===== config.mk =====
export PLATFORM = sky130hd
export DESIGN_NAME = programSequencer
export DESIGN_NICKNAME = d
export VERILOG_FILES = /design/src/rtl/cpuPkg.sv /design/src/rtl/programSequencer.sv
export SDC_FILE = /design/constraint.sdc
export NUM_CORES = 1
export LEC_CHECK = 0
export BUFFER_PORTS_ARGS = -buffer_cell sky130_fd_sc_hd__clkbuf_2
export CAP_MARGIN = 15
export CELL_PAD_IN_SITES_DETAIL_PLACEMENT = 0
export CELL_PAD_IN_SITES_GLOBAL_PLACEMENT = 1
export CORE_MARGIN = 3
export CORE_UTILIZATION = 31
export DETAILED_ROUTE_END_ITERATION = 10
export GPL_TIMING_DRIVEN = 1
export PLACE_DENSITY = 0.87
export SLEW_MARGIN = 20
export SYNTH_ARGS = -nofsm -noshare
export SYNTH_HDL_FRONTEND = slang
export SYNTH_SLANG_ARGS = --single-unit

===== constraint.sdc =====
create_clock -name clock -period 3.78 [get_ports clock]
set_input_delay 0.189 -clock clock [delete_from_list [all_inputs] [get_ports clock]]
set_output_delay 0.189 -clock clock [all_outputs]
set_load 0.03 [all_outputs]

===== src/rtl/cpuPkg.sv =====
`default_nettype none

package cpuPkg;

    // **************************************************
    // architectural constants
    // **************************************************

    localparam int wordWidth = 32;
    localparam int memoryDepth = 256;

    localparam logic [wordWidth-1:0] dataAreaStart = 32'd8192;
    localparam logic [wordWidth-1:0] stackTop = '1;
    localparam logic [wordWidth-1:0] trapVector = 32'd64;

    // physical slots in the register bank.
    localparam logic [3:0] linkIndex = 4'd13;
    localparam logic [3:0] userStackIndex = 4'd14;
    localparam logic [3:0] programCounterIndex = 4'd15;
    localparam logic [4:0] privilegedStackIndex = 5'd16;

    // **************************************************
    // opcodes, arithmetic operations and bank actions
    // **************************************************

    localparam logic [3:0] opAdd = 4'd0;
    localparam logic [3:0] opSub = 4'd1;
    localparam logic [3:0] opAnd = 4'd2;
    localparam logic [3:0] opOr = 4'd3;
    localparam logic [3:0] opXor = 4'd4;
    localparam logic [3:0] opAddImm = 4'd5;
    localparam logic [3:0] opLoad = 4'd6;
    localparam logic [3:0] opStore = 4'd7;
    localparam logic [3:0] opPush = 4'd8;
    localparam logic [3:0] opPop = 4'd9;
    localparam logic [3:0] opJump = 4'd10;
    localparam logic [3:0] opTrap = 4'd11;
    localparam logic [3:0] opReturn = 4'd12;
    localparam logic [3:0] opResetContext = 4'd13;
    localparam logic [3:0] opNop = 4'd15;

    localparam logic [2:0] aluAdd = 3'd0;
    localparam logic [2:0] aluSub = 3'd1;
    localparam logic [2:0] aluAnd = 3'd2;
    localparam logic [2:0] aluOr = 3'd3;
    localparam logic [2:0] aluXor = 3'd4;
    localparam logic [2:0] aluPassB = 3'd5;

    localparam logic [2:0] actionNone = 3'd0;
    localparam logic [2:0] actionWriteAlu = 3'd1;
    localparam logic [2:0] actionResetContext = 3'd2;
    localparam logic [2:0] actionWriteMemory = 3'd3;
    localparam logic [2:0] actionEnterPrivileged = 3'd4;

    // **************************************************
    // instruction formats
    // **************************************************

    typedef struct packed {
        logic [3:0] opcode;
        logic [3:0] dest;
        logic [3:0] sourceA;
        logic [3:0] sourceB;
        logic [15:0] spare;
    } registerFormat;

    typedef struct packed {
        logic [3:0] opcode;
        logic [3:0] dest;
        logic [3:0] sourceA;
        logic [19:0] immediate;
    } immediateFormat;

    // both views share the opcode, dest and source A positions.
    typedef union packed {
        registerFormat registerView;
        immediateFormat immediateView;
    } instructionWord;

endpackage

`default_nettype wire

===== src/rtl/programSequencer.sv =====
`default_nettype none

module programSequencer (
    input wire logic clock,
    input wire logic reset,
    input wire logic enable,
    input wire logic [cpuPkg::wordWidth-1:0] currentPc,
    input wire logic [cpuPkg::wordWidth-1:0] currentSp,
    input wire logic [cpuPkg::wordWidth-1:0] linkValue,
    input wire logic [19:0] immediate,
    input wire logic jump,
    input wire logic trap,
    input wire logic returnFromTrap,
    input wire logic stackPush,
    input wire logic stackPop,
    output logic [cpuPkg::wordWidth-1:0] newPc,
    output logic [cpuPkg::wordWidth-1:0] newStackPointer,
    output logic privileged
);

    always_ff @(posedge clock or posedge reset) begin
        if (reset) begin
            privileged <= 1'b0;
        end else if (enable) begin
            if (trap) begin
                privileged <= 1'b1;
            end else if (returnFromTrap) begin
                privileged <= 1'b0;
            end
        end
    end

    always_comb begin
        if (trap) begin
            newPc = cpuPkg::trapVector;
        end else if (returnFromTrap) begin
            // resume after the trap instruction.
            newPc = linkValue + 1'b1;
        end else if (jump) begin
            newPc = {{(cpuPkg::wordWidth - 20){1'b0}}, immediate};
        end else begin
            newPc = currentPc + 1'b1;
        end
    end

    always_comb begin
        if (stackPush) begin
            newStackPointer = currentSp - 1'b1;
        end else if (stackPop) begin
            newStackPointer = currentSp + 1'b1;
        end else begin
            newStackPointer = currentSp;
        end
    end

    enterOnTrapOnly: assert property (@(posedge clock) disable iff (reset)
        $rose(privileged) |-> $past(trap && enable))
        else $error("privileged mode entered without a trap");

endmodule

`default_nettype wire


==> impl_results.md <==
* Filler cells at approximately 1100
* Slew HR at 40.2%
* Worst slew pin tran at just under 900 ps
* Ranking of synthesized cells by area: xor2_1 (12%), xnor2_1 (9.9%), nand4_1 (5.6%), nand3_1 (5.5%), nor2_1 (5.1%)
* Routed length per placed instance at about 16 um
* Unrepaired setup endpoints after global routing: no
* I/O Buffers at 188
* Top FF cell, synth: dfrtp_1
* Period minus WS final at 2620 ps
* Final Power at 442 uW
* CP Cell Sequence: clkbuf_2 > nand2b_1 > nor3_1 > nor4b_1 > o22ai_1 > xnor2_1 > clkbuf_2
* Dpl cell area at 0.00405 sq mm
* Crit-path max cell delay at 760 ps
* # nets final at 765
* Hold_buf cts at 0
* Asr flop ratio synth at between 90% and 100%
* Total grt overflow at 0
* HPWL Detailed at 10.2 mm
* Cell taking the most area after synthesis: xor2_1
* Max VDD drop at 0.0720 mV
* Mapped Cells at approximately 470
* Number of global-route vias before repair at roughly 4000
* GP Congestion at 0.952
* Setup TNS at 0 ps
* Endpoints failing hold at 0
* Share of the synthesized area in the top cell type at around 12%
* Final Max Tran Viols at 0
* Via count at 4368
* Crit end category: primary output
* Min-delay worst type: input port to asynchronous set/reset pin
* Max frequency at between 0.3 and 0.4 GHz
* DRC violations left at 0
* Pleak at 0.00171 uW
* Worst Setup Slack, final at 1160 ps
* Die H at between 100 and 150 um
* Initial antenna violation count at 0
* Slowest cell on the critical path: nor4b_1
* Drt total wl at roughly 12 mm
* Clk_skew at 0 ps
* Hold WS at approximately 6.5 ps
* Power density over cell area at 109 mW/mm^2
* Syn nets at about 600
* Syn Std Cell Area at 0.00302 sq mm
* Sequential-to-total area share from yosys stat at 0.829%
* Share of cells above drive strength 1 at 32.4%
* Place WS at 1200 ps
* Final setup fails at 0
* Synthesis-to-finish area growth at 34.2%
* Design area at 0.00405 sq mm
* Latest clock arrival within the worst-skew pair at 0 ps
* Core Rows at 35
* MaxCap Viol Count at 0
* Core area at approximately 0.0094 sq mm
* Most frequent cells after synthesis: xor2_1 (43), nor2_1 (41), nand2_1 (36)
* Startpoint Class: input port
* Largest net degree at the start of global routing at 46
* Clock transition at path regs at 0 ps
* Worst Path Arrival at 2430 ps
* Antenna cells at 0
* CP Class: input port to primary output
* Largest register FFs at 1
* Count leader, synth: xor2_1
* Syn Area/Cell at 6.41 sq um
* First-pass DRT Iterations at 5
* Register bit total from synthesis at 1
* WP data required at 3590 ps
* Vias per std cell at about 5.7
* Post-synth EDFFs at 0
* Period utilization at 69.3%
* Die area at 0.0110 sq mm
* I/O pins at 189
* Total track usage at 20.5%
* Reg with most FFs: privileged
* Synth warn at 0
* Initial Util at 32.2%
* Status: finished, final reports clean
* Die X at 105 um
* Post-cts sizing count at 0
* Post-route ant nets at 0
* First-pass GRT wire length at 19.5 mm
* Post-CTS setup buffers at 0
* Netlist cell types at 62
* DRT iter0 DRCs at 383
* Top cell by count, worst path: clkbuf_2
* Regs by FF count: privileged: 1 flops
* Crit Path Max Fanout at 23
==> per-stage QoR <==
step	instances	util, %
after global placement	764	43.3
after global routing	764	43.3
after floorplan	471	-
after detailed placement	764	43.3
after CTS	764	43.3
final	764	43.3
==> worst max-delay path: cells and delay by family <==
family,cells,cell delay (ps)
AO/OA/AOI/OAI,1,250
XOR/XNOR,1,180
buffers and inverters,2,490
AND/OR/NAND/NOR,3,1300
==> final timing paths <==
check	from	to	slack, ps	cells after the start
min	reset	privileged	6	2
min in group clock	enable	privileged	460	2
max reg2reg	privileged	privileged	3100	1
max	stackPush	newStackPointer[27]	1160	7
min reg2reg	privileged	privileged	500	1
max in group asynchronous	reset	privileged	3680	2
==> routing by layer <==
metal  routed length [um]  track usage (%)
met1                 5270             28.3
met2                 5650             35.1
met3                  924             2.59
met4                  146             2.16
met5                    0                0
==> power breakdown <==
group / switching [uW] / internal, uW
Combinational: 282 / 147
Clock: 0 / 0
Sequential: 0.674 / 12.1
Total: 283 / 159
==> area by class of cell <==
| type | count | area (sq um) | area share, % |
|---|---|---|---|
| Inverter | 19 | 71.3 | 1.76 |
| Multi-Input combinational cell | 423 | 2830 | 69.7 |
| Sequential cell | 1 | 25.0 | 0.617 |
| Tap cell | 129 | 161 | 3.98 |
| Timing Repair Buffer | 192 | 971 | 24.0 |
==> kinds of logic after synthesis <==
kind of cell | count (synthesis) | synth area share (%)
multiplexers | 8 | 2.65
flip-flops | 1 | 0.828
AO/OA/AOI/OAI | 98 | 23.1
AND/OR/NAND/NOR | 236 | 43.6
buffers and inverters | 47 | 5.84
adder cells (fa/ha/maj) | 4 | 1.66
XOR/XNOR | 77 | 22.3
==> cells in the final DEF (no fill, tap or decap), types with 3 or more instances in the layout <==
cell      count
a211oi_1     14
a21boi_0      3
a21oi_1      11
a31oi_1       8
a41oi_1       3
and2_1        3
and3_1        6
and4_1        7
buf_4         4
clkbuf_2    188
ha_1          4
inv_1        18
mux2i_1       8
nand2_1      36
nand2b_1      5
nand3_1      33
nand4_1      27
nor2_1       41
nor2b_1       3
nor3_1       23
nor3b_1       3
nor4_1       14
o211ai_1      7
o21ai_0       9
o21ai_1       3
o22ai_1      13
o32ai_1       6
or2_2         4
or3_1         8
or4_1         6
xnor2_1      34
xor2_1       43
No activity file was read; power rests on OpenSTA's default activity.
