`src/rtl/cpuPkg.sv`:
```
`default_nettype none

package cpuPkg;

    // **************************************************
    // architectural constants
    // **************************************************

    localparam int wordWidth = 32;
    localparam int memoryDepth = 256;

    localparam logic [wordWidth-1:0] dataAreaStart = 32'd8192;
    localparam logic [wordWidth-1:0] stackTop = '1;
    localparam logic [wordWidth-1:0] trapVector = 32'd64;

    // physical slots in the register bank.
    localparam logic [3:0] linkIndex = 4'd13;
    localparam logic [3:0] userStackIndex = 4'd14;
    localparam logic [3:0] programCounterIndex = 4'd15;
    localparam logic [4:0] privilegedStackIndex = 5'd16;

    // **************************************************
    // opcodes, arithmetic operations and bank actions
    // **************************************************

    localparam logic [3:0] opAdd = 4'd0;
    localparam logic [3:0] opSub = 4'd1;
    localparam logic [3:0] opAnd = 4'd2;
    localparam logic [3:0] opOr = 4'd3;
    localparam logic [3:0] opXor = 4'd4;
    localparam logic [3:0] opAddImm = 4'd5;
    localparam logic [3:0] opLoad = 4'd6;
    localparam logic [3:0] opStore = 4'd7;
    localparam logic [3:0] opPush = 4'd8;
    localparam logic [3:0] opPop = 4'd9;
    localparam logic [3:0] opJump = 4'd10;
    localparam logic [3:0] opTrap = 4'd11;
    localparam logic [3:0] opReturn = 4'd12;
    localparam logic [3:0] opResetContext = 4'd13;
    localparam logic [3:0] opNop = 4'd15;

    localparam logic [2:0] aluAdd = 3'd0;
    localparam logic [2:0] aluSub = 3'd1;
    localparam logic [2:0] aluAnd = 3'd2;
    localparam logic [2:0] aluOr = 3'd3;
    localparam logic [2:0] aluXor = 3'd4;
    localparam logic [2:0] aluPassB = 3'd5;

    localparam logic [2:0] actionNone = 3'd0;
    localparam logic [2:0] actionWriteAlu = 3'd1;
    localparam logic [2:0] actionResetContext = 3'd2;
    localparam logic [2:0] actionWriteMemory = 3'd3;
    localparam logic [2:0] actionEnterPrivileged = 3'd4;

    // **************************************************
    // instruction formats
    // **************************************************

    typedef struct packed {
        logic [3:0] opcode;
        logic [3:0] dest;
        logic [3:0] sourceA;
        logic [3:0] sourceB;
        logic [15:0] spare;
    } registerFormat;

    typedef struct packed {
        logic [3:0] opcode;
        logic [3:0] dest;
        logic [3:0] sourceA;
        logic [19:0] immediate;
    } immediateFormat;

    // both views share the opcode, dest and source A positions.
    typedef union packed {
        registerFormat registerView;
        immediateFormat immediateView;
    } instructionWord;

endpackage

`default_nettype wire
```
`src/rtl/registerBank.sv`:
```
`default_nettype none

module registerBank (
    input wire logic clock,
    input wire logic reset,
    input wire logic enable,
    input wire logic [3:0] sourceA,
    input wire logic [3:0] sourceB,
    input wire logic [3:0] dest,
    input wire logic [2:0] bankAction,
    input wire logic privileged,
    input wire logic [cpuPkg::wordWidth-1:0] aluResult,
    input wire logic [cpuPkg::wordWidth-1:0] memoryData,
    input wire logic [cpuPkg::wordWidth-1:0] newPc,
    input wire logic [cpuPkg::wordWidth-1:0] newStackPointer,
    output logic [cpuPkg::wordWidth-1:0] readDataA,
    output logic [cpuPkg::wordWidth-1:0] readDataB,
    output logic [cpuPkg::wordWidth-1:0] storeData,
    output logic [cpuPkg::wordWidth-1:0] currentPc,
    output logic [cpuPkg::wordWidth-1:0] currentSp
);

    logic [cpuPkg::wordWidth-1:0] bank [0:cpuPkg::privilegedStackIndex];
    logic [4:0] spIndex;
    logic destIsSpecial;

    // slot 14 is only an alias, the live stack depends on the mode.
    assign spIndex = privileged ? cpuPkg::privilegedStackIndex : {1'b0, cpuPkg::userStackIndex};
    assign currentSp = bank[spIndex];
    assign currentPc = bank[cpuPkg::programCounterIndex];

    assign readDataA = (sourceA == cpuPkg::userStackIndex) ? currentSp : bank[sourceA];
    assign readDataB = (sourceB == cpuPkg::userStackIndex) ? currentSp : bank[sourceB];
    assign storeData = (dest == cpuPkg::userStackIndex) ? currentSp : bank[dest];

    assign destIsSpecial = (dest == cpuPkg::userStackIndex) ||
                           (dest == cpuPkg::programCounterIndex);

    always_ff @(posedge clock or posedge reset) begin
        if (reset) begin
            for (int i = 0; i <= int'(cpuPkg::privilegedStackIndex); i++) begin
                bank[i] <= '0;
            end
            bank[0] <= cpuPkg::dataAreaStart;
            bank[cpuPkg::userStackIndex] <= cpuPkg::stackTop;
            bank[cpuPkg::privilegedStackIndex] <= cpuPkg::stackTop;
        end else if (enable) begin
            bank[cpuPkg::programCounterIndex] <= newPc;
            if (bankAction == cpuPkg::actionResetContext) begin
                bank[spIndex] <= cpuPkg::stackTop;
            end else begin
                bank[spIndex] <= newStackPointer;
            end

            case (bankAction)
                cpuPkg::actionWriteAlu: begin
                    if (!destIsSpecial) begin
                        bank[dest] <= aluResult;
                    end
                end
                cpuPkg::actionResetContext: begin
                    bank[0] <= cpuPkg::dataAreaStart;
                end
                cpuPkg::actionWriteMemory: begin
                    if (!destIsSpecial) begin
                        bank[dest] <= memoryData;
                    end
                end
                cpuPkg::actionEnterPrivileged: begin
                    // the link register keeps the address of the trap itself.
                    bank[cpuPkg::linkIndex] <= bank[cpuPkg::programCounterIndex];
                end
                default: begin
                end
            endcase
        end
    end

    pcKnown: assert property (@(posedge clock) disable iff (reset) !$isunknown(currentPc))
        else $error("program counter is unknown");

    // a result aimed at slot 14 or 15 must leave only the sequencer's updates there.
    aluSpareSpecial: assert property (@(posedge clock) disable iff (reset)
        (enable && bankAction == cpuPkg::actionWriteAlu) |=>
            (bank[cpuPkg::programCounterIndex] == $past(newPc)) &&
            (bank[cpuPkg::userStackIndex] ==
                $past(privileged ? bank[cpuPkg::userStackIndex] : newStackPointer)))
        else $error("arithmetic write disturbed the program counter or user stack");

endmodule

`default_nettype wire

```
`config.mk`:
```
export PLATFORM = sky130hd
export DESIGN_NAME = registerBank
export DESIGN_NICKNAME = d
export VERILOG_FILES = /design/src/rtl/cpuPkg.sv /design/src/rtl/registerBank.sv
export SDC_FILE = /design/constraint.sdc
export NUM_CORES = 2
export LEC_CHECK = 0
export ABC_AREA = 1
export BUFFER_PORTS_ARGS = -buffer_cell sky130_fd_sc_hd__buf_2
export CELL_PAD_IN_SITES_DETAIL_PLACEMENT = 0
export CELL_PAD_IN_SITES_GLOBAL_PLACEMENT = 1
export CORE_MARGIN = 8
export CORE_UTILIZATION = 35
export CTS_CLUSTER_SIZE = 12
export DETAILED_ROUTE_END_ITERATION = 7
export PLACE_DENSITY = 0.78
export SLEW_MARGIN = 20
export SYNTH_ARGS = -nofsm -noshare
export SYNTH_HDL_FRONTEND = slang
export SYNTH_SLANG_ARGS = --single-unit
export TNS_END_PERCENT = 5
```
`constraint.sdc`:
```
create_clock -name clock -period 20.3 [get_ports clock]
set_clock_uncertainty 0.15 [all_clocks]
set_input_delay 4.06 -clock clock [delete_from_list [all_inputs] [get_ports clock]]
set_output_delay 4.06 -clock clock [all_outputs]
set_load 0.02 [all_outputs]
```
==> run metrics <==
run status complete, no violations; synthesis-stage register bit count 544; clock-pin slew on the worst setup and hold paths 0.06 ns; Syn Nets 6495; Layout area overhead 10.7%; final wirelength 182 mm; FF+latch area 0.0137 mm²; fin cells 7781; gr ovfl total 0; Seq/Total Area, Yosys 36.0%; drt drc 0; crit path cell chain buf_4 -> buf_4 -> inv_2 -> nor2_4 -> buf_4 -> a21oi_1 -> nand2_1 -> nand2_1 -> nand2_1 -> nor2_1 -> nor2_1 -> buf_2; post-synthesis cell type count 28; H-Tree Depth 3; CTS Hold Bufs 0; # setup viols final 0; DR WL/cell 23.4 µm; final hold vios 0; Max stage delay on crit path 0.75 ns; Die ar. 0.120 mm²; Worst path slowest cell buf_4; Pleak 21.5 nW; commonest non-fill, non-tap cell in the layout nand2_1; Slew Limit Fails 0; gpl congestion 0.910; hold_ws 0.334 ns; nets@finish 6459; die width 346 µm; core area 0.108 mm²; PwrDens 84.6 mW/mm²; vias in the first global route 39300; headroom to the max-slew limit 19.2%; CTS resizes 0; final worst path period share 59.1%; Initial Util 35.1%; area fraction of the dominant cell type after synthesis 31.5%; Site Rows 121; DR pass1 iterations 7; Inst Count DP 7657; Critical Path RT 16.09 ns; maximum fanout along the worst path 45; HP Class flip-flop to flip-flop; VDD IR max 0.0488 mV; min cycle time layout 12.00 ns; Syn. warnings 0; TNS Setup 0 ns; post-place setup slack 8.41 ns; Pwr Total 3.57 mW; Crit path buffers/inverters 5; CTS tree yes; Port Buffers 306; clock root cell clkbuf_16; clk buf depth 3; Mapped Cells 6348; crit path kind input pin to output pin; synthesized area per cell 6.00 µm²; first-pass GRT wire length 268 mm; worst setup path start dest[1]; IO Pins 307; Synth area leader dfrtp_1; HPWL Detailed 112 mm; initial antenna violation count 6; reg2reg start currentPc[10]; Final WS setup 8.30 ns; actual slew at the worst max-slew pin 1.21 ns; total CTS buffers 67; clk sinks 544; Synth area leaders dfrtp_1, nand2_1, nand3_1, o21ai_0, inv_1; Multi-input gate area 0.0202 mm²; layout cell share with drive strength beyond 1 9.92%; fill count 11800; Max-Cap Viols 0; Netlist Area Pre-Place 0.0381 mm²; DRT iter0 DRCs 5836; All-Layer GR Usage 29.1%; Crit. End Element output pin; RSZ-0062 raised after global routing no; fmax 83.3 MHz; clk_lat worst skew 0.63 ns; total vias in the final route 42600; Critical Path AT 7.79 ns; postcts setup bufs 0; vias per cell 5.48; CP Launch Type input pin; family with the most delay on the worst path buffers and inverters; most frequent cells in the layout nand2_1, nand3_1, inv_1; largest net degree at the start of global routing 178; antenna viol nets, final 0; Die H 346 µm
metrics by stage:
stage | util [%] | area (µm²)
2_1_floorplan | - | 38100
3_3_place_gp | 36.8 | 39900
3_5_place_dp | 36.8 | 39900
4_1_cts | 38.9 | 42200
5_1_grt | 38.9 | 42200
6_report | 38.9 | 42200
worst reg2reg max path: cells and delay by family, from the launching register on:
family	cells	cell delay [ns]
AOI/OAI and AO/OA	1	0.21
and+or+nand+nor	2	0.15
buffers and inverters	1	0.14
DFF	1	0.68
routing by layer:
| metal | global-route usage, % | share of wire [%] |
|---|---|---|
| met1 | 40.3 | 42 |
| met2 | 42.7 | 42 |
| met3 | 7.54 | 12 |
| met4 | 12.1 | 4.5 |
| met5 | 0 | 0.012 |
where the power goes:
group / internal, mW / switching, mW
Clock: 0.728 / 0.528
Combinational: 0.266 / 0.685
Sequential: 1.26 / 0.106
synth_stat cells, drive strengths merged:
cell,number
clkbuf,198
o22ai,34
nor2,571
nand3,626
a31oi,65
o21ai,484
dfstp,65
nor3,1
o211ai,1
a21boi,2
dfrtp,479
a21oi,167
clkinv,2
mux2,29
inv,572
buf,279
nand2,2773
worst paths after layout:
check | end | slack [ns] | cells after the start
setup / recovery | storeData[12] | 8.30 | 12
hold / removal | flip-flop | 0.33 | 2
setup reg to reg | flip-flop | 18.91 | 4
hold reg to reg | flip-flop | 0.33 | 2
max in group asynchronous | asynchronous set/reset pin | 13.69 | 5
min in group asynchronous | asynchronous set/reset pin | 3.41 | 2
cell type report:
cell class | count | share of cell area, %
antenna | 3 | 0.0178
sequential | 544 | 32.5
clock inverter | 20 | 0.493
inverter | 574 | 5.20
tap | 1414 | 4.20
multi-input combinational | 4753 | 47.8
timing repair buffer | 372 | 5.01
clock buffer | 101 | 4.79
logic make-up after synthesis:
family | after synthesis | share of synthesized area [%]
AOI/OAI and AO/OA | 753 | 10.2
and+or+nand+nor | 3971 | 41.6
buffers and inverters | 1051 | 11.4
DFF | 544 | 36.0
muxes | 29 | 0.858
No activity file was read; power rests on OpenSTA's default activity.
