<file path="src/rtl/cpuPkg.sv">
`default_nettype none

package cpuPkg;

    // **************************************************
    // architectural constants
    // **************************************************

    localparam int wordWidth = 32;
    localparam int memoryDepth = 256;

    localparam logic [wordWidth-1:0] dataAreaStart = 32'd8192;
    localparam logic [wordWidth-1:0] stackTop = '1;
    localparam logic [wordWidth-1:0] trapVector = 32'd64;

    // physical slots in the register bank.
    localparam logic [3:0] linkIndex = 4'd13;
    localparam logic [3:0] userStackIndex = 4'd14;
    localparam logic [3:0] programCounterIndex = 4'd15;
    localparam logic [4:0] privilegedStackIndex = 5'd16;

    // **************************************************
    // opcodes, arithmetic operations and bank actions
    // **************************************************

    localparam logic [3:0] opAdd = 4'd0;
    localparam logic [3:0] opSub = 4'd1;
    localparam logic [3:0] opAnd = 4'd2;
    localparam logic [3:0] opOr = 4'd3;
    localparam logic [3:0] opXor = 4'd4;
    localparam logic [3:0] opAddImm = 4'd5;
    localparam logic [3:0] opLoad = 4'd6;
    localparam logic [3:0] opStore = 4'd7;
    localparam logic [3:0] opPush = 4'd8;
    localparam logic [3:0] opPop = 4'd9;
    localparam logic [3:0] opJump = 4'd10;
    localparam logic [3:0] opTrap = 4'd11;
    localparam logic [3:0] opReturn = 4'd12;
    localparam logic [3:0] opResetContext = 4'd13;
    localparam logic [3:0] opNop = 4'd15;

    localparam logic [2:0] aluAdd = 3'd0;
    localparam logic [2:0] aluSub = 3'd1;
    localparam logic [2:0] aluAnd = 3'd2;
    localparam logic [2:0] aluOr = 3'd3;
    localparam logic [2:0] aluXor = 3'd4;
    localparam logic [2:0] aluPassB = 3'd5;

    localparam logic [2:0] actionNone = 3'd0;
    localparam logic [2:0] actionWriteAlu = 3'd1;
    localparam logic [2:0] actionResetContext = 3'd2;
    localparam logic [2:0] actionWriteMemory = 3'd3;
    localparam logic [2:0] actionEnterPrivileged = 3'd4;

    // **************************************************
    // instruction formats
    // **************************************************

    typedef struct packed {
        logic [3:0] opcode;
        logic [3:0] dest;
        logic [3:0] sourceA;
        logic [3:0] sourceB;
        logic [15:0] spare;
    } registerFormat;

    typedef struct packed {
        logic [3:0] opcode;
        logic [3:0] dest;
        logic [3:0] sourceA;
        logic [19:0] immediate;
    } immediateFormat;

    // both views share the opcode, dest and source A positions.
    typedef union packed {
        registerFormat registerView;
        immediateFormat immediateView;
    } instructionWord;

endpackage

`default_nettype wire
</file>
<file path="src/rtl/instructionDecoder.sv">
`default_nettype none

module instructionDecoder (
    input wire cpuPkg::instructionWord instruction,
    output logic [3:0] sourceA,
    output logic [3:0] sourceB,
    output logic [3:0] dest,
    output logic [19:0] immediate,
    output logic [2:0] aluOperation,
    output logic useImmediate,
    output logic memoryWrite,
    output logic stackPush,
    output logic stackPop,
    output logic jump,
    output logic trap,
    output logic returnFromTrap,
    output logic [2:0] bankAction
);

    always_comb begin
        sourceA = instruction.registerView.sourceA;
        sourceB = instruction.registerView.sourceB;
        dest = instruction.registerView.dest;
        immediate = instruction.immediateView.immediate;
        aluOperation = cpuPkg::aluAdd;
        useImmediate = 1'b0;
        memoryWrite = 1'b0;
        stackPush = 1'b0;
        stackPop = 1'b0;
        jump = 1'b0;
        trap = 1'b0;
        returnFromTrap = 1'b0;
        bankAction = cpuPkg::actionNone;

        case (instruction.registerView.opcode)
            cpuPkg::opAdd, cpuPkg::opSub, cpuPkg::opAnd, cpuPkg::opOr, cpuPkg::opXor: begin
                // the low opcode bits line up with the arithmetic codes.
                aluOperation = instruction.registerView.opcode[2:0];
                bankAction = cpuPkg::actionWriteAlu;
            end
            cpuPkg::opAddImm, cpuPkg::opLoad, cpuPkg::opStore: begin
                useImmediate = 1'b1;
                if (instruction.immediateView.opcode == cpuPkg::opAddImm) begin
                    bankAction = cpuPkg::actionWriteAlu;
                end else if (instruction.immediateView.opcode == cpuPkg::opLoad) begin
                    bankAction = cpuPkg::actionWriteMemory;
                end else begin
                    memoryWrite = 1'b1;
                end
            end
            cpuPkg::opPush: begin
                stackPush = 1'b1;
            end
            cpuPkg::opPop: begin
                // the pop address is the stack pointer, read back through source B.
                sourceB = cpuPkg::userStackIndex;
                aluOperation = cpuPkg::aluPassB;
                stackPop = 1'b1;
                bankAction = cpuPkg::actionWriteMemory;
            end
            cpuPkg::opJump: begin
                jump = 1'b1;
            end
            cpuPkg::opTrap: begin
                trap = 1'b1;
                bankAction = cpuPkg::actionEnterPrivileged;
            end
            cpuPkg::opReturn: begin
                sourceB = cpuPkg::linkIndex;
                returnFromTrap = 1'b1;
            end
            cpuPkg::opResetContext: begin
                bankAction = cpuPkg::actionResetContext;
            end
            cpuPkg::opNop: begin
                bankAction = cpuPkg::actionNone;
            end
            default: begin
                bankAction = cpuPkg::actionNone;
            end
        endcase
    end

endmodule

`default_nettype wire

</file>
<file path="config.mk">
export PLATFORM = sky130hd
export DESIGN_NAME = instructionDecoder
export DESIGN_NICKNAME = d
export VERILOG_FILES = /design/src/rtl/cpuPkg.sv /design/src/rtl/instructionDecoder.sv
export SDC_FILE = /design/constraint.sdc
export NUM_CORES = 1
export LEC_CHECK = 0
export CORE_AREA = 2 2 39 41
export DETAILED_ROUTE_END_ITERATION = 10
export DIE_AREA = 0 0 41 43
export DONT_BUFFER_PORTS = 1
export SYNTH_ARGS = -nofsm -noshare
export SYNTH_HDL_FRONTEND = slang
export SYNTH_SLANG_ARGS = --single-unit
</file>
<file path="constraint.sdc">
create_clock -name vclk -period 2.1
set_input_delay 0.315 -clock vclk [all_inputs]
set_output_delay 0.315 -clock vclk [all_outputs]
set_load 0.02 [all_outputs]
</file>
==> results of run 1 <==
==> per-layer routing <==
| metal | vias to the layer above | GRT usage | share of wire | wire [um] |
|---|---|---|---|---|
| met3 | 2 | 0.0262 | 0.21 | 158 |
| met4 | 0 | 0.00667 | 0.0052 | 4 |
| met1 | 111 | 0.0886 | 0.35 | 267 |
| met5 | - | 0 | 0 | 0 |
| li1 | 124 | - | - | - |
| met2 | 34 | 0.113 | 0.44 | 338 |
==> cell type report <==
cell class,instances,area share
Multi-Input combinational cell,34,0.865
Tap cell,16,0.0865
Timing Repair Buffer,1,0.0324
Inverter,1,0.0162
==> worst paths after layout <==
kind,end,from,cells after the start,slack [ps]
worst max-delay path,sourceB[0],instruction[31],3,780
worst min-delay path,immediate[1],instruction[1],0,630
==> critical path: cells and delay by family <==
kind             cells  cell delay (ps)
AND/OR/NAND/NOR      3              680
==> kinds of logic (layout without fill, tap and decap cells) <==
logic type / count (synthesis) / count (layout) / synth area share
buffers and inverters: 33 / 2 / 0.554
AO/OA/AOI/OAI: 9 / 9 / 0.125
XOR/XNOR: 1 / 1 / 0.0195
AND/OR/NAND/NOR: 24 / 24 / 0.301
==> power breakdown <==
part / switching [mW] / internal [mW] / total (mW) / leakage, nW
clock network: 0 / 0 / 0 / 0
registers: 0 / 0 / 0 / 0
logic: 0.0358 / 0.0164 / 0.0522 / 0.0869
==> cell usage after synthesis <==
library cell and count:
inv_2 1, nand2b_1 8, xor2_1 1, nor3_1 1, a21oi_1 4, buf_4 29, nor2b_4 1, buf_6 2
o31ai_2 1, nor2_1 7, nor3b_1 1, nand2_1 3, nand3b_1 2, o21ai_0 2, a21boi_0 1, and3_1 1
o22ai_1 1, buf_2 1
==> through the flow <==
| stage | hold slack [ps] | utilization | worst slack [ps] |
|---|---|---|---|
| floorplan | 743 | - | 630 |
| global placement | 630 | 0.167 | 772 |
| detailed placement | 630 | 0.167 | 775 |
| CTS | 630 | 0.167 | 775 |
| global route | 630 | 0.167 | 701 |
| finish | 630 | 0.167 | 780 |
==> metrics, run 1 <==
number of diodes 0; number of search-and-repair iterations in the first detailed-routing pass 2; number of violations reported at the end of detailed-routing iteration 0 1; Final Cycle Share 0.628; gpl congestion 0.595; largest fanout of any net on the critical path 10; most common library cell in the layout ignoring fill and taps nand2b_1; die span in x 41 um; pin count of the biggest net entering global routing 12; hold bufs inserted after CTS 0; global-route wire length before repair 924 um; number of inserted filler cells in the final layout 163; Worst EP required 1780 ps; Die Span Y 43 um; initial antenna violation count 0; area of combinational cells with multiple inputs 200 um2; register area 0 um2; post-route total power 0.0522 mW; number of gates resized after CTS 0; layout cell share with drive strength beyond 1 0.111; FFs & Latches 0; sequential share of the synthesized area 0; number of nets in the layout 70; time the final worst path needs with I/O delays and setup 1320 ps; Floorplan Core Area 0.00138 mm2; run status finished, final reports clean; top library cells by usage in the layout, fill and taps aside nand2b_1, nor2_1, a21oi_1; average vias per placed instance 5.21; Pwr per Cell Area 226 mW/mm2; setup-violating endpoint count in the final report 0; signed area change from the synthesized netlist to the final layout -48.5%; worst ir drop on vdd 0.0445 mV; clock buffers 0; netlist area before placement 449 um2; crit path cell chain nor2b_4 > and3_1 > nand2b_1; portion of synthesized cell area occupied by the leading cell type 0.485; vias after detailed routing 271; Highest Clock Rate 758 MHz; Synth area leader buf_4; Maximum Capacitance Violations 0; number of placement rows 14; measured slew at the worst slew-check pin 690 ps; highest cell delay on the worst timing path 290 ps; drc violations 0; wire length per cell after detailed routing 14.8 um; Port-buffer cells 0; Yosys warning count 0; gate count of the mapped netlist 67; post-detailed-route count of antenna-violating nets 0; leakage power of the design 0.0869 nW; unrepaired setup endpoints after global routing no; WL final 768 um; total global-route track usage 0.0699; DP Cell Count 52; Slowest cell on crit path and3_1; Rel. slew slack 0.539; number of endpoints with negative hold slack in the final report 0; Distinct cells, synth 18; biggest area contributors in the synthesized netlist buf_4, nand2b_1, nor2_1, buf_6, a21oi_1; overflow left after global routing 0; ports placed on the boundary 77; data arrival time of the critical path 1000 ps; area of placed instances 231 um2; average cell area after synthesis 6.70 um2; critical setup path kind primary input to output port; startpoint kind of the worst setup timing path primary input; total negative slack for setup checks 0 ps; Initial Util 0.325; Cell Count, Final, Fillers Out 52; Slew Limit Fails 0; Syn Nets 99; die area 0.00176 mm2; post-route cell area 231 um2; number of global-route vias before repair 203; Worst Setup End Kind output port; postcts setup bufs 0; worst min-delay path category primary input to output port
No activity file was read; power rests on OpenSTA's default activity.
==> inputs of run 2 (changes only) <==
clock period = 1.1 ns   (was 2.1 ns; I/O delays follow)
==> run 2 against run 1 <==
Effect of this change:
- combinational power increased by 130%
- total power increased by 130%
- cell area increased by 25%
- largest cell class unchanged
- routed wire length increased by 5.1%
- die area unchanged
- worst setup slack got worse by 590 ps
- critical path depth increased by 1
- count of clock-buffer cells in the layout unchanged
- sequential share of layout area unchanged
==> metrics, run 2 (same netlist as run 1, synthesis figures left out) <==
wire length per cell after detailed routing 13.7 um; number of nets in the layout 77; average vias per placed instance 5.08; Pwr per Cell Area 412 mW/mm2; signed area change from the synthesized netlist to the final layout -35.7%; total negative slack for setup checks 0 ps; ports placed on the boundary 77; postcts setup bufs 0; time the final worst path needs with I/O delays and setup 906 ps; Highest Clock Rate 1100 MHz; setup-violating endpoint count in the final report 0; Worst EP required 940 ps; number of search-and-repair iterations in the first detailed-routing pass 4; Rel. slew slack 0.737; area of placed instances 289 um2; worst hold slack 330 ps; number of inserted filler cells in the final layout 156; number of global-route vias before repair 188; die area 0.00176 mm2; Maximum Capacitance Violations 0; startpoint kind of the worst setup timing path primary input; Floorplan Core Area 0.00138 mm2; number of placement rows 14; met3 wire len 149 um; total global-route track usage 0.0679; highest routed metal layer met4; overflow left after global routing 0; Final Cycle Share 0.824; gpl congestion 0.717; die span in x 41 um; post-detail-place hpwl 665 um; area of combinational cells with multiple inputs 205 um2; number of endpoints with negative hold slack in the final report 0; post-route cell area 289 um2; FFs & Latches 0; vias after detailed routing 300; worst ir drop on vdd 0.140 mV; data arrival time of the critical path 740 ps; routed length on met1 284 um; measured slew at the worst slew-check pin 393 ps; global-route wire length before repair 890 um; post-detailed-route count of antenna-violating nets 0; unrepaired setup endpoints after global routing no; Port-buffer cells 0; top library cells by usage in the layout, fill and taps aside nand2b_1, buf_4, nor2_1; final core area utilization 0.209; hold bufs inserted after CTS 0; largest fanout of any net on the critical path 10; layout cell share with drive strength beyond 1 0.279; clock buffers 0; leakage power of the design 0.125 nW; pin count of the biggest net entering global routing 12; number of diodes 0; register area 0 um2; WL final 807 um; Initial Util 0.325; drc violations 0; initial antenna violation count 0; worst slack at placement 184 ps; Worst Setup End Kind output port; sum of met2 wire segment lengths after detailed routing 368 um; number of violations reported at the end of detailed-routing iteration 0 11; run status finished, final reports clean; Die Span Y 43 um; number of gates resized after CTS 0; worst min-delay path category primary input to output port; Setup WS post-layout 194 ps; Slew Limit Fails 0; critical setup path kind primary input to output port
[run 2: cell types whose count changed in the layout (fill, tap and decap cells not counted), sizes merged]
| cell | before | now |
|---|---|---|
| buf | 1 | 8 |
[run 2: per-layer routing]
| metal | up-vias | GRT usage |
|---|---|---|
| met3 | 2 | 0.0105 |
| met1 | 129 | 0.0854 |
| met4 | 0 | 0.0333 |
| li1 | 139 | - |
| met5 | - | 0 |
| met2 | 30 | 0.106 |
[run 2: path summary, 6_finish.rpt]
check	end	slack, ps	depth (start not counted)	from
hold / removal	immediate[11]	330	0	instruction[11]
setup / recovery	sourceB[1]	190	4	instruction[29]
[run 2: worst max-delay path, cell delays in order]
cell	delay (ps)
nand2b_1	180
o21ai_0	160
a21oi_1	80
buf_4	150
[run 2: final cells by class]
cell class	instances	area share
multi-input cells	34	0.710
repair buffers	8	0.208
well taps	16	0.0693
inverters	1	0.0130
[run 2: per-stage QoR]
stage,cells,total power [mW]
after detailed placement,59,0.121
after global routing,59,0.129
final,59,0.119
after floorplan,67,0.263
after CTS,59,0.121
after global placement,59,0.120
[run 2: where the power goes]
group	switching, mW	internal (mW)
logic	0.0726	0.0465
registers	0	0
clock network	0	0
