## src/rtl/cpuPkg.sv

```systemverilog
`default_nettype none

package cpuPkg;

    // **************************************************
    // architectural constants
    // **************************************************

    localparam int wordWidth = 32;
    localparam int memoryDepth = 256;

    localparam logic [wordWidth-1:0] dataAreaStart = 32'd8192;
    localparam logic [wordWidth-1:0] stackTop = '1;
    localparam logic [wordWidth-1:0] trapVector = 32'd64;

    // physical slots in the register bank.
    localparam logic [3:0] linkIndex = 4'd13;
    localparam logic [3:0] userStackIndex = 4'd14;
    localparam logic [3:0] programCounterIndex = 4'd15;
    localparam logic [4:0] privilegedStackIndex = 5'd16;

    // **************************************************
    // opcodes, arithmetic operations and bank actions
    // **************************************************

    localparam logic [3:0] opAdd = 4'd0;
    localparam logic [3:0] opSub = 4'd1;
    localparam logic [3:0] opAnd = 4'd2;
    localparam logic [3:0] opOr = 4'd3;
    localparam logic [3:0] opXor = 4'd4;
    localparam logic [3:0] opAddImm = 4'd5;
    localparam logic [3:0] opLoad = 4'd6;
    localparam logic [3:0] opStore = 4'd7;
    localparam logic [3:0] opPush = 4'd8;
    localparam logic [3:0] opPop = 4'd9;
    localparam logic [3:0] opJump = 4'd10;
    localparam logic [3:0] opTrap = 4'd11;
    localparam logic [3:0] opReturn = 4'd12;
    localparam logic [3:0] opResetContext = 4'd13;
    localparam logic [3:0] opNop = 4'd15;

    localparam logic [2:0] aluAdd = 3'd0;
    localparam logic [2:0] aluSub = 3'd1;
    localparam logic [2:0] aluAnd = 3'd2;
    localparam logic [2:0] aluOr = 3'd3;
    localparam logic [2:0] aluXor = 3'd4;
    localparam logic [2:0] aluPassB = 3'd5;

    localparam logic [2:0] actionNone = 3'd0;
    localparam logic [2:0] actionWriteAlu = 3'd1;
    localparam logic [2:0] actionResetContext = 3'd2;
    localparam logic [2:0] actionWriteMemory = 3'd3;
    localparam logic [2:0] actionEnterPrivileged = 3'd4;

    // **************************************************
    // instruction formats
    // **************************************************

    typedef struct packed {
        logic [3:0] opcode;
        logic [3:0] dest;
        logic [3:0] sourceA;
        logic [3:0] sourceB;
        logic [15:0] spare;
    } registerFormat;

    typedef struct packed {
        logic [3:0] opcode;
        logic [3:0] dest;
        logic [3:0] sourceA;
        logic [19:0] immediate;
    } immediateFormat;

    // both views share the opcode, dest and source A positions.
    typedef union packed {
        registerFormat registerView;
        immediateFormat immediateView;
    } instructionWord;

endpackage

`default_nettype wire
```

## src/rtl/arithmeticUnit.sv

```systemverilog
`default_nettype none

module arithmeticUnit (
    input wire logic [2:0] operation,
    input wire logic [cpuPkg::wordWidth-1:0] operandA,
    input wire logic [cpuPkg::wordWidth-1:0] registerB,
    input wire logic [19:0] immediate,
    input wire logic useImmediate,
    output logic [cpuPkg::wordWidth-1:0] result
);

    logic [cpuPkg::wordWidth-1:0] operandB;
    logic [cpuPkg::wordWidth-1:0] extendedImmediate;

    // immediates are zero-extended, never sign-extended.
    assign extendedImmediate = {{(cpuPkg::wordWidth - 20){1'b0}}, immediate};
    assign operandB = useImmediate ? extendedImmediate : registerB;

    // **************************************************
    // operation select
    // **************************************************

    always_comb begin
        case (operation)
            cpuPkg::aluAdd: begin
                result = operandA + operandB;
            end
            cpuPkg::aluSub: begin
                result = operandA - operandB;
            end
            cpuPkg::aluAnd: begin
                result = operandA & operandB;
            end
            cpuPkg::aluOr: begin
                result = operandA | operandB;
            end
            cpuPkg::aluXor: begin
                result = operandA ^ operandB;
            end
            cpuPkg::aluPassB: begin
                result = operandB;
            end
            default: begin
                result = operandB;
            end
        endcase
    end

endmodule

`default_nettype wire

```

## config.mk

```make
export PLATFORM = sky130hd
export DESIGN_NAME = arithmeticUnit
export DESIGN_NICKNAME = d
export VERILOG_FILES = /design/src/rtl/cpuPkg.sv /design/src/rtl/arithmeticUnit.sv
export SDC_FILE = /design/constraint.sdc
export NUM_CORES = 1
export LEC_CHECK = 0
export BUFFER_PORTS_ARGS = -buffer_cell sky130_fd_sc_hd__buf_2
export CORE_MARGIN = 2
export CORE_UTILIZATION = 42
export DETAILED_ROUTE_END_ITERATION = 8
export PLACE_DENSITY_LB_ADDON = 0.05
export SLEW_MARGIN = 25
export SYNTH_ARGS = -nofsm -noshare
export SYNTH_HDL_FRONTEND = slang
export SYNTH_SLANG_ARGS = --single-unit
```

## constraint.sdc

```tcl
create_clock -name vclk -period 12.6
set_clock_uncertainty 0.1 [all_clocks]
set_input_delay 3.15 -clock vclk [all_inputs]
set_output_delay 3.15 -clock vclk [all_outputs]
set_load 0.01 [all_outputs]
```

==> flow_summary_export.csv, run 1 <==
group,metric,value,unit
timing,maxSlewViolCount,0,
synthesis,synth_top_area_share,0.242,
critical_path,critPathBufInv,4,
drt,postRouteAntennaNets,0,
placed_design,place.gp.congestion,0.910,
critical_path,crit_type,"in -> out",
timing,slew_headroom,0.472,
cells_and_area,drive_gt1_frac,0.183,
cells_and_area,clock_buffers,0,
floorplanning,io_pins,120,
critical_path,cp.required,9.35,ns
floorplanning,rows,39,
synthesis,synth_most_common_cell,"nor2_1",
floorplanning,die_h,113,um
synthesis,syn_nets,949,
timing,period_needed,11.18,ns
synthesis,syn-instance-count,763,
cells_and_area,nNetsFinal,1039,
status,outcome,"complete, no violations",
critical_path,path_max_fanout,18,
drt,viasPerCell,5.65,
synthesis,synth_top_area_cell,"ha_1",
drt,drcViolationCount,0,
hold_path,hp-class,"in -> out",
synthesis,synth.distinct_cells,72,
synthesis,synth_area_leaders,"ha_1 24%, nor2_1 9.0%, a21oi_1 7.0%",
floorplanning,core_area,0.0115,mm^2
critical_path,path_delay_family,"simple AND/OR/NAND/NOR gates",
global_route,grt_use_total,0.239,
critical_path,worst_ep_arrival_time,7.93,ns
timing,finalSetupTns,0,ns
power_and_ir_drop,power,0.301,mW
global_route,grt_pass1_vias,5319,
synthesis,netlist_top_cells_count,"120 x nor2_1, 97 x ha_1, 73 x inv_1, 70 x a21oi_1, 56 x nand2_1",
flow_run,drv_cap,0,
floorplanning,die_w,113,um
clock_network,post_cts_buffers,0,
cells_and_area,area_growth,13.4,%
drt,num_vias,5613,
critical_path,crit_top_cell,"nor2_1",
timing,hold_viol,0,
timing,rsz0062_at_grt,"false",
timing,min_period_over_period,0.888,
synthesis,yosysWarnings,0,
synthesis,synth-seq-area-share,0,
placed_design,portBuffers,120,
global_route,antenna_found_initial,0,
global_route,grt_pass1_wl,25800,um
critical_path,cp_slowest_cell,"nor4_2",
synthesis,netlist_area,0.00502,mm^2
drt,drt-total-wl,16000,um
timing,timing.fmax,89.4,MHz
power_and_ir_drop,leakagePower,2.88,nW
drt,drt_first_pass_iters,5,
timing,final-setup-viol-count,0,
power_and_ir_drop,peakVddDrop,21.5,uV
timing,worst_pin_slew,0.790,ns
cells_and_area,num_antenna_cells,0,
drt,drtIter0Drc,285,
cells_and_area,seqCellArea,0,um^2
drt,wire_per_inst,16.1,um
floorplanning,die_area,0.0128,mm^2
cells_and_area,seq_cell_count,0,
placed_design,dp_hpwl,12500,um
critical_path,cp-end-kind,"output port",
global_route,grt_max_degree,68,
critical_path,path_cells,"buf_2 -> buf_4 -> mux2i_4 -> inv_1 -> nor4_2 -> nand3_1 -> nor2_2 -> nand2_1 -> nor2_1 -> nor2_1 -> xnor2_1 -> ha_1 -> and3_2 -> nand2_1 -> nor2_1 -> a32o_1 -> a31oi_2 -> o311ai_2 -> o31ai_1 -> xnor2_1 -> o221ai_1 -> buf_2",
synthesis,avgSynthCellArea,6.58,um^2
power_and_ir_drop,p_per_area,52.8,mW/mm^2
clock_network,cts_resized,0,
floorplanning,start_util,0.436,
critical_path,cpPeakStageDelay,0.48,ns
critical_path,startpoint_type,"input pin",
clock_network,postCtsHoldBufs,0,
global_route,overflow,0,
-- cell type report --
| class | instances | area (um^2) |
|---|---|---|
| fill | 1212 | 5820 |
| inverter | 75 | 282 |
| multi-input combinational | 647 | 4560 |
| tap | 143 | 179 |
| timing repair buffer | 129 | 668 |
-- logic make-up (layout without fill, tap and decap cells) --
family / count (synthesis) / in the layout / share of synthesized area
buf+inv: 116 / 204 / 0.0912
fa+ha+maj: 98 / 98 / 0.246
xor+xnor: 49 / 49 / 0.0855
simple gates: 251 / 251 / 0.229
compound gates: 224 / 224 / 0.293
mux: 25 / 25 / 0.0561
-- final timing paths --
kind                       from          to  slack [ns]  depth (start not counted)
setup / recovery   useImmediate  result[31]        1.42                         22
hold / removal    registerB[25]  result[25]        6.65                          4
-- cells in the final DEF (no fill, tap or decap), types with 4 or more instances in the layout --
| cell type | netlist | final |
|---|---|---|
| a21o_1 | 4 | 4 |
| a21oi_1 | 70 | 70 |
| a22oi_1 | 28 | 28 |
| a2bb2oi_1 | 4 | 4 |
| a31oi_1 | 9 | 9 |
| buf_2 | 1 | 120 |
| buf_4 | 0 | 9 |
| ha_1 | 97 | 97 |
| inv_1 | 73 | 73 |
| mux2i_1 | 19 | 19 |
| mux2i_2 | 5 | 5 |
| nand2_1 | 56 | 56 |
| nand2b_1 | 16 | 16 |
| nand3_1 | 9 | 9 |
| nor2_1 | 120 | 119 |
| nor2b_1 | 13 | 13 |
| nor3_1 | 10 | 10 |
| o211ai_1 | 8 | 8 |
| o21ai_0 | 34 | 34 |
| o21bai_1 | 6 | 6 |
| o22ai_1 | 26 | 26 |
| o31ai_1 | 7 | 7 |
| xnor2_1 | 39 | 39 |
| xor2_1 | 10 | 10 |
-- stage by stage --
step / instances / hold slack [ns] / setup WS (ns) / util / area (um^2)
4_1_cts: 994 / 6.65 / 1.44 / 0.494 / 5690
6_report: 994 / 6.65 / 1.42 / 0.494 / 5690
2_1_floorplan: 763 / 6.41 / 1.67 / - / 5020
3_5_place_dp: 994 / 6.64 / 1.46 / 0.494 / 5690
5_1_grt: 994 / 6.70 / 1.10 / 0.494 / 5690
3_3_place_gp: 994 / 6.64 / 1.59 / 0.494 / 5690
-- power breakdown --
part           switching (mW)  leakage [nW]  total, mW  internal, mW
clock                       0             0          0             0
combinational           0.175          2.88      0.301         0.125
sequential                  0             0          0             0
total                   0.175          2.88      0.301         0.125
-- routing by layer --
layer	share of wire	vias up	wire, um	GRT usage
met5	0	-	0	0
met4	0.0086	0	138	0.0285
met3	0.053	15	843	0.0209
met2	0.49	159	7830	0.446
met1	0.45	2593	7180	0.307
li1	-	2846	-	-
Note: power is estimated with default switching activity, not from simulation.
==> inputs of run 2 (changes only) <==
Clock period 12.6 ns to 10.5 ns, I/O delays scaled along.
==> flow_summary_export.csv, run 2 (same netlist as run 1, synthesis figures left out) <==
group,metric,value,unit
status,outcome,"complete, no violations",
global_route,overflow,0,
cells_and_area,drive_gt1_frac,0.186,
placed_design,place.gp.congestion,0.910,
timing,rsz0062_at_grt,"false",
floorplanning,die_area,0.0128,mm^2
floorplanning,core_area,0.0115,mm^2
drt,wire_per_inst,15.6,um
cells_and_area,final_cell_mix,"120 x buf_2, 119 x nor2_1, 97 x ha_1",
timing,final-setup-viol-count,0,
cells_and_area,final_common_cell,"buf_2",
power_and_ir_drop,leakagePower,2.89,nW
cells_and_area,nNetsFinal,1042,
placed_design,portBuffers,120,
timing,holdWs,5.60,ns
timing,hold_viol,0,
drt,drtIter0Drc,323,
hold_path,hp-class,"in -> out",
drt,postRouteAntennaNets,0,
clock_network,post_cts_buffers,0,
drt,drt_first_pass_iters,5,
critical_path,cp-startpoint,"useImmediate",
global_route,grt_max_degree,61,
critical_path,cp-end-kind,"output port",
drt,num_vias,5621,
timing,timing.fmax,101,MHz
critical_path,path_max_fanout,16,
cells_and_area,fin_cells,997,
floorplanning,die_h,113,um
drt,drt-total-wl,15600,um
global_route,grt_pass1_wl,25100,um
cells_and_area,clock_buffers,0,
timing,final.setup.worst_slack,0.607,ns
critical_path,cpPeakStageDelay,0.41,ns
timing,maxSlewViolCount,0,
critical_path,cp_slowest_cell,"mux2i_1",
drt,drcViolationCount,0,
power_and_ir_drop,peakVddDrop,24.5,uV
floorplanning,die_w,113,um
timing,period_needed,9.89,ns
placed_design,post-place-cells,997,
global_route,grt_pass1_vias,5328,
power_and_ir_drop,p_per_area,63.0,mW/mm^2
critical_path,crit_type,"in -> out",
placed_design,post-place-ws,0.634,ns
global_route,antenna_found_initial,0,
timing,slew_headroom,0.508,
placed_design,placed_area,0.00571,mm^2
critical_path,cp.required,7.78,ns
drt,viasPerCell,5.64,
cells_and_area,seqCellArea,0,um^2
floorplanning,rows,39,
floorplanning,io_pins,120,
cells_and_area,num_antenna_cells,0,
timing,finalSetupTns,0,ns
clock_network,cts_resized,0,
critical_path,worst_ep_arrival_time,7.17,ns
critical_path,critPathBufInv,3,
hold_path,min_from,"registerB[25]",
global_route,grt_use_total,0.231,
critical_path,path_delay_family,"simple AND/OR/NAND/NOR gates",
placed_design,dp_hpwl,12300,um
power_and_ir_drop,power,0.360,mW
floorplanning,start_util,0.436,
cells_and_area,seq_cell_count,0,
critical_path,path_cells,"buf_2 -> buf_4 -> mux2i_1 -> and4_1 -> and2_1 -> and4_4 -> nand2_1 -> nor2_1 -> a21oi_1 -> xnor2_1 -> ha_1 -> and3_2 -> nand2_1 -> nor2_1 -> a32o_1 -> a31oi_2 -> o311ai_2 -> o31ai_1 -> xnor2_1 -> o221ai_1 -> buf_2",
cells_and_area,area_growth,13.9,%
cells_and_area,stdcell_area,0.00571,mm^2
cells_and_area,postLayoutCoreUtil,0.496,
clock_network,postCtsHoldBufs,0,
critical_path,startpoint_type,"input pin",
timing,min_period_over_period,0.942,
flow_run,drv_cap,0,
timing,worst_pin_slew,0.738,ns
[run 2: worst paths after layout]
path / endpoint / cells after the start
setup / recovery: result[31] / 21
hold / removal: result[25] / 4
[run 2: final cells by class]
type	instances	area (um^2)
fill	1174	5800
inverter	75	282
multi-input combinational	647	4560
tap	143	179
timing repair buffer	132	691
[run 2: routing by layer]
layer / share of wire / GRT usage / vias up
met5: 0 / 0 / -
met4: 0.0094 / 0.0268 / 0
met3: 0.044 / 0.00911 / 15
met2: 0.50 / 0.445 / 140
met1: 0.45 / 0.292 / 2606
li1: - / - / 2860
[run 2: power by group]
| part | total (mW) | switching [mW] | internal (mW) |
|---|---|---|---|
| clock | 0 | 0 | 0 |
| combinational | 0.360 | 0.209 | 0.151 |
| sequential | 0 | 0 | 0 |
| total | 0.360 | 0.209 | 0.151 |
==> inputs of run 3 (changes only) <==
Settings changed: BUFFER_PORTS_ARGS -buffer_cell sky130_fd_sc_hd__buf_2 to -buffer_cell sky130_fd_sc_hd__buf_4.
==> flow_summary_export.csv, run 3 (same netlist as run 1, synthesis figures left out) <==
group,metric,value,unit
status,outcome,"complete, no violations",
floorplanning,die_area,0.0128,mm^2
timing,hold_viol,0,
drt,drtIter0Drc,288,
clock_network,cts_resized,0,
timing,holdWs,5.61,ns
global_route,overflow,0,
placed_design,portBuffers,120,
timing,finalSetupTns,0,ns
drt,drt-total-wl,16100,um
floorplanning,start_util,0.436,
timing,min_period_over_period,0.960,
cells_and_area,fillCellCount,1190,
timing,period_needed,10.08,ns
floorplanning,die_w,113,um
cells_and_area,clock_buffers,0,
timing,worst_pin_slew,0.742,ns
global_route,grt_max_degree,77,
drt,viasPerCell,5.72,
floorplanning,core_area,0.0115,mm^2
timing,maxSlewViolCount,0,
power_and_ir_drop,p_per_area,63.8,mW/mm^2
critical_path,cp.required,7.78,ns
critical_path,crit_type,"in -> out",
placed_design,placed_area,0.00598,mm^2
hold_path,min_path_cells,4,
timing,timing.fmax,99.3,MHz
cells_and_area,final_common_cell,"buf_4",
placed_design,post-place-cells,993,
cells_and_area,stdcell_area,0.00598,mm^2
floorplanning,io_pins,120,
timing,final-setup-viol-count,0,
cells_and_area,seqCellArea,0,um^2
cells_and_area,area_growth,19.2,%
global_route,grt_use_total,0.240,
cells_and_area,drive_gt1_frac,0.182,
cells_and_area,nNetsFinal,1038,
critical_path,cp-end-kind,"output port",
power_and_ir_drop,power,0.382,mW
drt,drcViolationCount,0,
global_route,grt_pass1_wl,26000,um
hold_path,min_from,"registerB[25]",
power_and_ir_drop,leakagePower,2.98,nW
global_route,antenna_found_initial,0,
timing,final.setup.worst_slack,0.425,ns
power_and_ir_drop,peakVddDrop,26.3,uV
cells_and_area,fin_cells,993,
cells_and_area,num_antenna_cells,0,
cells_and_area,final_cell_mix,"128 x buf_4, 119 x nor2_1, 97 x ha_1",
drt,drt_first_pass_iters,5,
drt,wire_per_inst,16.2,um
placed_design,dp_hpwl,12600,um
timing,slew_headroom,0.502,
floorplanning,rows,39,
timing,rsz0062_at_grt,"false",
placed_design,place.gp.congestion,0.895,
cells_and_area,seq_cell_count,0,
clock_network,post_cts_buffers,0,
global_route,grt_pass1_vias,5350,
floorplanning,die_h,113,um
critical_path,path_max_fanout,26,
cells_and_area,postLayoutCoreUtil,0.520,
critical_path,startpoint_type,"input pin",
clock_network,postCtsHoldBufs,0,
placed_design,post-place-ws,0.447,ns
critical_path,worst_ep_arrival_time,7.35,ns
hold_path,holdPathEnd,"result[25]",
drt,num_vias,5684,
hold_path,hp-class,"in -> out",
flow_run,drv_cap,0,
drt,postRouteAntennaNets,0,
-- run 3: power breakdown --
group	switching [mW]	internal [mW]	leakage [nW]	total, mW
Clock	0	0	0	0
Combinational	0.212	0.170	2.98	0.382
Sequential	0	0	0	0
-- run 3: area by class of cell --
type               count  area, um^2  area share
repair buffers       128         961       0.161
well taps            143         179      0.0299
inverters             75         282      0.0470
multi-input cells    647        4560       0.762
-- run 3: worst max-delay path by stage --
stage            startpoint          to  slack [ns]  depth (start not counted)
2_1_floorplan  useImmediate  result[28]        0.62                         23
3_3_place_gp   useImmediate  result[31]        0.58                         22
3_5_place_dp   useImmediate  result[31]        0.45                         22
4_1_cts        useImmediate  result[31]        0.43                         22
5_1_grt        useImmediate  result[31]        0.06                         22
6_report       useImmediate  result[31]        0.42                         22
-- run 3: layer usage --
metal,part of all wire,up-vias,track usage
met2,0.51,193,0.459
met4,0.011,0,0.0415
met5,0,-,0
met3,0.051,16,0.0118
li1,-,2843,-
met1,0.43,2632,0.298
-- run 3: critical path: stages --
cell,delay [ns]
buf_4,0.38
mux2i_1,0.45
ha_1,0.30
nand2_1,0.08
nor4_2,0.37
nand3_1,0.18
nor2_2,0.23
nand2_1,0.10
nor2_1,0.14
nor2_1,0.13
xnor2_1,0.15
ha_1,0.37
a21o_1,0.21
a21oi_1,0.18
o21ai_0,0.11
o211ai_1,0.15
a2bb2oi_1,0.26
o311ai_2,0.17
o31ai_1,0.28
xnor2_1,0.16
o221ai_1,0.14
buf_4,0.17
